[config.mk]
export PLATFORM = sky130hd
export DESIGN_NAME = decode_top
export DESIGN_NICKNAME = d
export VERILOG_FILES = /design/src/common/core_pkg.sv /design/src/hw/instr_axil_slave.sv /design/src/hw/instr_fifo.sv /design/src/decoder/decoder_2r.sv /design/src/decoder/decode_stage.sv /design/src/hw/decode_top.sv
export VERILOG_INCLUDE_DIRS = /design/src /design/src/common
export SDC_FILE = /design/constraint.sdc
export NUM_CORES = 1
export LEC_CHECK = 0
export BUFFER_PORTS_ARGS = -buffer_cell sky130_fd_sc_hd__buf_4
export CAP_MARGIN = 20
export CORE_MARGIN = 1.5
export CORE_UTILIZATION = 40
export DETAILED_ROUTE_END_ITERATION = 8
export PLACE_DENSITY = 0.61
export SYNTH_ARGS = -nofsm -noshare
export SYNTH_HDL_FRONTEND = slang
export SYNTH_HIERARCHICAL = 1
export SYNTH_SLANG_ARGS = --single-unit
[constraint.sdc]
create_clock -name clk -period 12.4 [get_ports clk]
set_clock_uncertainty 0.2 [all_clocks]
set_input_delay 3.72 -clock clk [delete_from_list [all_inputs] [get_ports clk]]
set_output_delay 3.72 -clock clk [all_outputs]
set_load 0.02 [all_outputs]
[src/common/core_defs.svh]
`ifndef CORE_DEFS_SVH
`define CORE_DEFS_SVH

`define INSTR_WIDTH 32
`define FIFO_DEPTH 4

// only this word offset takes instructions
`define INSTR_ADDR 32'h0000_0000

`define AXI_RESP_OKAY 2'b00
`define AXI_RESP_SLVERR 2'b10

// 2R opcodes, instr[31:10]
`define EXE_TLBSRCH 22'h1920a
`define EXE_TLBRD 22'h1920b
`define EXE_TLBWR 22'h1920c
`define EXE_TLBFILL 22'h1920d
`define EXE_ERTN 22'h1920e
`define EXE_RDCNTIDV_W 22'h00018
`define EXE_RDCNTVH_W 22'h00019

`define EXE_TLBWR_OP 8'h51
`define EXE_TLBFILL_OP 8'h52
`define EXE_TLBRD_OP 8'h53
`define EXE_TLBSRCH_OP 8'h54
`define EXE_ERTN_OP 8'h55
`define EXE_RDCNTID_OP 8'h56
`define EXE_RDCNTVL_OP 8'h57
`define EXE_RDCNTVH_OP 8'h58

`define EXE_RES_CSR 3'b101

`endif

[src/common/core_pkg.sv]
`include "core_defs.svh"

package core_pkg;

    typedef logic [`INSTR_WIDTH-1:0] instr_t;
    typedef logic [4:0] gpr_addr_t;
    typedef logic [7:0] alu_op_t;
    typedef logic [2:0] alu_sel_t;
    typedef logic [1:0] axil_resp_t;

    typedef struct packed {
        logic is_pri;
        logic need_refetch;
        logic redirect;
        logic not_commit_instr;
    } special_info_t;

    // 23 bits
    typedef struct packed {
        logic          legal;
        logic          reg_write_valid;
        gpr_addr_t     reg_write_addr;
        alu_op_t       aluop;
        alu_sel_t      alusel;
        logic          kernel_instr;
        special_info_t special_info;
    } decode_result_t;

    // write channels only
    typedef struct packed {
        logic [31:0] awaddr;
        logic        awvalid;
        instr_t      wdata;
        logic [3:0]  wstrb;
        logic        wvalid;
        logic        bready;
    } axil_req_t;

    typedef struct packed {
        logic       awready;
        logic       wready;
        axil_resp_t bresp;
        logic       bvalid;
    } axil_rsp_t;

    typedef enum logic {
        IDLE,
        RESP
    } resp_state_t;

endpackage

[src/hw/instr_axil_slave.sv]
`timescale 1ns/1ps
`include "core_defs.svh"

module instr_axil_slave
    import core_pkg::*;
(
    input  logic      clk,
    input  logic      reset_i,
    input  axil_req_t axil_req_i,
    output axil_rsp_t axil_rsp_o,
    input  logic      fifo_full_i,
    output logic      push_o,
    output instr_t    push_data_o
);

    resp_state_t state_q;
    axil_resp_t  bresp_q;
    logic        ready;
    logic        wr_fire;
    logic        wr_good;

    // address and data are taken together, only when there is room
    assign ready   = (state_q == IDLE) && !fifo_full_i && !reset_i;
    assign wr_fire = ready && axil_req_i.awvalid && axil_req_i.wvalid;
    assign wr_good = (axil_req_i.awaddr == `INSTR_ADDR) && (axil_req_i.wstrb == 4'hf);

    assign push_o      = wr_fire && wr_good;
    assign push_data_o = axil_req_i.wdata;

    always_comb begin
        axil_rsp_o         = '0;
        axil_rsp_o.awready = ready;
        axil_rsp_o.wready  = ready;
        axil_rsp_o.bresp   = bresp_q;
        axil_rsp_o.bvalid  = (state_q == RESP);
    end

    always_ff @(posedge clk) begin
        if (reset_i) begin
            state_q <= IDLE;
        end else begin
            case (state_q)
                IDLE: begin
                    if (wr_fire) begin
                        state_q <= RESP;
                    end
                end
                RESP: begin
                    if (axil_req_i.bready) begin
                        state_q <= IDLE;
                    end
                end
                default: state_q <= IDLE;
            endcase
        end
    end

    // response code held until the host takes it
    always_ff @(posedge clk) begin
        if (wr_fire) begin
            bresp_q <= wr_good ? `AXI_RESP_OKAY : `AXI_RESP_SLVERR;
        end
    end

endmodule

[src/hw/instr_fifo.sv]
`timescale 1ns/1ps
`include "core_defs.svh"

module instr_fifo
    import core_pkg::*;
(
    input  logic   clk,
    input  logic   reset_i,
    input  logic   push_i,
    input  instr_t push_data_i,
    input  logic   pop_i,
    output instr_t head_o,
    output logic   full_o,
    output logic   empty_o
);

    localparam int PTR_W = $clog2(`FIFO_DEPTH);
    localparam int CNT_W = $clog2(`FIFO_DEPTH + 1);

    instr_t             mem [`FIFO_DEPTH];
    logic [PTR_W-1:0]   wr_ptr_q;
    logic [PTR_W-1:0]   rd_ptr_q;
    logic [CNT_W-1:0]   count_q;
    logic               push_en;
    logic               pop_en;

    assign push_en = push_i && !full_o;
    assign pop_en  = pop_i && !empty_o;

    assign full_o  = (count_q == CNT_W'(`FIFO_DEPTH));
    assign empty_o = (count_q == '0);
    assign head_o  = mem[rd_ptr_q];

    always_ff @(posedge clk) begin
        if (push_en) begin
            mem[wr_ptr_q] <= push_data_i;
        end
    end

    always_ff @(posedge clk) begin
        if (reset_i) begin
            wr_ptr_q <= '0;
            rd_ptr_q <= '0;
            count_q  <= '0;
        end else begin
            if (push_en) begin
                wr_ptr_q <= (wr_ptr_q == PTR_W'(`FIFO_DEPTH - 1)) ? '0 : wr_ptr_q + 1'b1;
            end
            if (pop_en) begin
                rd_ptr_q <= (rd_ptr_q == PTR_W'(`FIFO_DEPTH - 1)) ? '0 : rd_ptr_q + 1'b1;
            end
            // simultaneous push and pop leaves the count alone
            if (push_en && !pop_en) begin
                count_q <= count_q + 1'b1;
            end else if (pop_en && !push_en) begin
                count_q <= count_q - 1'b1;
            end
        end
    end

endmodule

[src/decoder/decoder_2r.sv]
`timescale 1ns/1ps
`include "core_defs.svh"

// 2R format: {opcode[21:0], rj[4:0], rd[4:0]}
module decoder_2r
    import core_pkg::*;
(
    input  instr_t         instr_i,
    output decode_result_t result_o
);

    logic [21:0] opcode;
    gpr_addr_t   rj;
    gpr_addr_t   rd;

    assign opcode = instr_i[31:10];
    assign rj     = instr_i[9:5];
    assign rd     = instr_i[4:0];

    // privileged TLB and ERTN share the same flag set
    function automatic decode_result_t kernel_op(alu_op_t op);
        decode_result_t r;
        r                           = '0;
        r.legal                     = 1'b1;
        r.aluop                     = op;
        r.kernel_instr              = 1'b1;
        r.special_info.is_pri       = 1'b1;
        r.special_info.need_refetch = 1'b1;
        return r;
    endfunction

    // counter reads go through the CSR result path
    function automatic decode_result_t counter_op(alu_op_t op, gpr_addr_t dst);
        decode_result_t r;
        r                     = '0;
        r.legal               = 1'b1;
        r.reg_write_valid     = 1'b1;
        r.reg_write_addr      = dst;
        r.aluop               = op;
        r.alusel              = `EXE_RES_CSR;
        r.special_info.is_pri = 1'b1;
        return r;
    endfunction

    always_comb begin
        result_o = '0;
        case (opcode)
            `EXE_TLBWR:   result_o = kernel_op(`EXE_TLBWR_OP);
            `EXE_TLBFILL: result_o = kernel_op(`EXE_TLBFILL_OP);
            `EXE_TLBRD:   result_o = kernel_op(`EXE_TLBRD_OP);
            `EXE_TLBSRCH: result_o = kernel_op(`EXE_TLBSRCH_OP);
            `EXE_ERTN: begin
                result_o                               = kernel_op(`EXE_ERTN_OP);
                result_o.special_info.redirect         = 1'b1;
                result_o.special_info.not_commit_instr = 1'b1;
            end
            `EXE_RDCNTIDV_W: begin
                // rd==0 selects rdcntid, rj==0 selects rdcntvl
                result_o                     = counter_op(`EXE_RDCNTID_OP, rj);
                if (rd == '0) begin
                    result_o = counter_op(`EXE_RDCNTID_OP, rj);
                end else if (rj == '0) begin
                    result_o = counter_op(`EXE_RDCNTVL_OP, rd);
                end else begin
                    result_o.legal           = 1'b0;
                    result_o.reg_write_valid = 1'b0;
                end
            end
            `EXE_RDCNTVH_W: result_o = counter_op(`EXE_RDCNTVH_OP, rd);
            default: begin
                result_o = '0;
            end
        endcase
    end

endmodule

[src/decoder/decode_stage.sv]
`timescale 1ns/1ps

module decode_stage
    import core_pkg::*;
(
    input  logic           clk,
    input  logic           reset_i,
    input  logic           fifo_empty_i,
    input  instr_t         fifo_head_i,
    output logic           pop_o,
    output logic           dec_valid_o,
    output decode_result_t dec_o,
    input  logic           dec_ready_i
);

    decode_result_t result;
    decode_result_t dec_q;
    logic           valid_q;
    logic           can_load;

    decoder_2r u_decoder (
        .instr_i  (fifo_head_i),
        .result_o (result)
    );

    // register is free, or its record leaves on this edge
    assign can_load = !valid_q || dec_ready_i;
    assign pop_o    = can_load && !fifo_empty_i;

    assign dec_valid_o = valid_q;
    assign dec_o       = dec_q;

    always_ff @(posedge clk) begin
        if (reset_i) begin
            valid_q <= 1'b0;
        end else if (pop_o) begin
            valid_q <= 1'b1;
        end else if (dec_ready_i) begin
            valid_q <= 1'b0;
        end
    end

    always_ff @(posedge clk) begin
        if (pop_o) begin
            dec_q <= result;
        end
    end

endmodule

[src/hw/decode_top.sv]
`timescale 1ns/1ps

module decode_top
    import core_pkg::*;
(
    input  logic           clk,
    input  logic           reset_i,
    input  axil_req_t      axil_req_i,
    output axil_rsp_t      axil_rsp_o,
    output logic           dec_valid_o,
    output decode_result_t dec_o,
    input  logic           dec_ready_i
);

    logic   push;
    instr_t push_data;
    logic   pop;
    instr_t head;
    logic   full;
    logic   empty;

    instr_axil_slave u_slave (
        .clk         (clk),
        .reset_i     (reset_i),
        .axil_req_i  (axil_req_i),
        .axil_rsp_o  (axil_rsp_o),
        .fifo_full_i (full),
        .push_o      (push),
        .push_data_o (push_data)
    );

    instr_fifo u_fifo (
        .clk         (clk),
        .reset_i     (reset_i),
        .push_i      (push),
        .push_data_i (push_data),
        .pop_i       (pop),
        .head_o      (head),
        .full_o      (full),
        .empty_o     (empty)
    );

    decode_stage u_stage (
        .clk          (clk),
        .reset_i      (reset_i),
        .fifo_empty_i (empty),
        .fifo_head_i  (head),
        .pop_o        (pop),
        .dec_valid_o  (dec_valid_o),
        .dec_o        (dec_o),
        .dec_ready_i  (dec_ready_i)
    );

endmodule

==> flow_metrics.tcl <==
set metrics [dict create \
    grt_pass1_vias 3389 \
    hold_violations 0 \
    cts.htree.levels 4 \
    start_util_pct 40.6 \
    place_congestion 0.684 \
    numPortBuffers 101 \
    hold_path_startpoint "u_fifo/rd_ptr_q[0]" \
    r2r_slack_ps 8270 \
    postCtsSetupBuffers 0 \
    critPathMaxFanout 11 \
    fmaxAchievable_mhz 122 \
    drive_gt1_share_pct 42.3 \
    muxShareOfSynthArea_pct 11.1 \
    min_period_over_period_pct 65.9 \
    worstPathArrival_ps 4260 \
    ys_warn_count 6 \
    cts_sinks 163 \
    ys_seq_area_share_pct 71.7 \
    rows 47 \
    path_clk_slew_ps 60 \
    start_kind "primary input" \
    tns_ps 0 \
    postSynthAreaPerCell_um2 18.6 \
    grt_first_pass_wirelength_mm 17.8 \
    critPathCaptureType "output pin" \
    route.detailed.drc 0 \
    fin_crit_ps 8180 \
    grt_max_degree 33 \
    r2r-start "u_fifo/count_q[0]" \
    io-pin-count 103 \
    synth_edf_count 152 \
    r2r-end "u_fifo/count_q[2]" \
    synth_top_family_by_area "multiplexers" \
    synth-compound-area-share_pct 2.21 \
    ys_seq_elements 163 \
    synthAdderAreaFrac_pct 1.42 \
    hold_path.class "reg2reg" \
    async_flop_share_pct 0 \
    die_h_um 132 \
    wl_per_cell_um 17.0 \
    p_per_area_nw_per_um2 142 \
    peakVddDrop_v 0.0000915 \
    cp.required_ps 8480 \
    fp.dieW_um 132 \
    rsz0062_at_grt "false" \
    first_iter_violations 151 \
    finalSetupViolCount 0 \
    slew_violations 0 \
    worstHoldPathCells 2 \
    worstMarginPinSlew_ps 938 \
    nNetsFinal 510 \
    synth_xor_xnor_area_share_pct 0.393 \
    clockBufferDepth 2 \
    max_cap_viol_count 0 \
    netlist_instances 359 \
    core_um2 16500 \
    cts_buffers 17 \
    synth_ff_type "edfxtp_1" \
    grt_antenna_before_repair 0 \
    hpwl_mm 7.02 \
    clock-root-buffer "clkbuf_16" \
    viasPerCell 4.89 \
    synth_simple_gate_area_share_pct 6.67 \
    utilization_pct 48.0 \
    vias 3237 \
    leakagePower_nw 2.64 \
    cts_tree "done" \
    area_growth_pct 18.4 \
    post_cts_resized 0 \
    routed_wl_mm 11.2 \
    dieArea_um2 17500 \
    slew_headroom_pct 37.5 \
    dr.pass1.iters 4 \
    outcome "completed" \
    worstRegToRegCells 13 \
    synth_area_um2 6680 \
    grt_remaining_overflow 0 \
    post_synth_num_cell_types 50 \
    cts_hold_buffers 0 \
    crit_type "in2out" \
    diodes 0 \
    ant_nets 0 \
    clock_latency_ps 410 \
    gr-usage-all-layers_pct 13.7 \
]
cells in the mapped netlist, drive strengths merged, types with 4 or more instances:
master    n  area [um2]
a22oi     5        37.5
nor2b     4        32.5
dfxtp    11         220
buf      53         392
nand2     5        18.8
nor3      4        25.0
nor4      9        75.1
nand3     5        25.0
inv       7        26.3
and3      5        36.3
nand4     5        31.3
edfxtp  152        4560
o21ai     5        25.0
mux4     32         721
ha        6        75.1
nor2     15        58.8
a21oi     6        37.5
how the worst max path moves through the flow:
stage             from            end  slack (ps)
3_5_place_dp   reset_i  axil_rsp_o[3]        4240
4_1_cts        reset_i  axil_rsp_o[3]        4240
5_1_grt        reset_i  axil_rsp_o[3]        4210
6_report       reset_i  axil_rsp_o[3]        4220
2_1_floorplan  reset_i  axil_rsp_o[3]        4460
3_3_place_gp   reset_i  axil_rsp_o[3]        4250
sequential cells by signal, summed over array words and instances, names as in the netlist, named ones only:
| register | cells |
|---|---|
| u_slave/bresp_q | 1 |
| u_stage/dec_valid_o | 1 |
| u_fifo/rd_ptr_q | 2 |
| u_fifo/mem | 128 |
| u_fifo/count_q | 3 |
| u_slave/state_q | 1 |
| u_stage/dec_o | 23 |
| u_fifo/wr_ptr_q | 2 |
metal layers:
metal,track usage [%],up-vias,routed length [um]
met5,0,-,0
met4,6.04,0,167
met3,4.15,14,498
met2,22.9,67,5850
met1,16.7,1639,4730
li1,-,1517,-
stage by stage:
stage	hold slack, ps	power (mW)	area (um2)	cells	setup WS (ps)
after floorplan	263	0.626	6690	361	4460
after global placement	277	0.637	7340	630	4250
after detailed placement	288	0.638	7340	630	4240
after CTS	296	1.13	7910	662	4240
after global routing	324	1.16	7910	662	4210
final	293	1.12	7910	662	4220
area by class of cell:
class	count	area, um2
Clock buffer	18	429
Clock inverter	14	139
Fill cell	1385	8560
Inverter	8	35.0
Multi-Input combinational cell	136	1470
Sequential cell	163	4790
Tap cell	220	275
Timing Repair Buffer	103	773
cell usage in the layout, fill, tap and decap left out, types with 2 or more instances in the layout:
cell,count
nand3_1,5
edfxtp_1,152
a22oi_1,5
xor2_1,3
nor2_1,14
bufinv_16,2
inv_1,7
nor4_1,6
conb_1,4
clkinvlp_4,2
nor2b_1,3
nand4_1,5
or3_1,2
o21ai_1,2
clkinv_4,4
ha_1,6
a21oi_2,2
dfxtp_1,10
nor4_2,3
clkinv_2,5
mux4_2,32
and3_2,4
o31ai_2,2
mux2i_1,2
nor3_1,3
buf_4,103
clkbuf_16,17
o21ai_0,3
nor4b_2,2
nand2_1,5
a21oi_1,4
critical path, stage by stage:
cell and delay (ps):
buf_4 160, nor3_2 190, buf_4 190
cells by family after synthesis:
family	count (synthesis)
flops	163
simple gates	67
other cells	2
fa+ha+maj	7
buf+inv	62
mux	34
xor+xnor	3
compound gates	21
where the power goes:
| group | switching [mW] | leakage, nW | internal (mW) |
|---|---|---|---|
| combinational | 0.00997 | 0.954 | 0.0167 |
| clock | 0.201 | 0.277 | 0.295 |
| sequential | 0.000196 | 1.41 | 0.599 |
| total | 0.211 | 2.64 | 0.911 |
No activity file was read; power rests on OpenSTA's default activity.
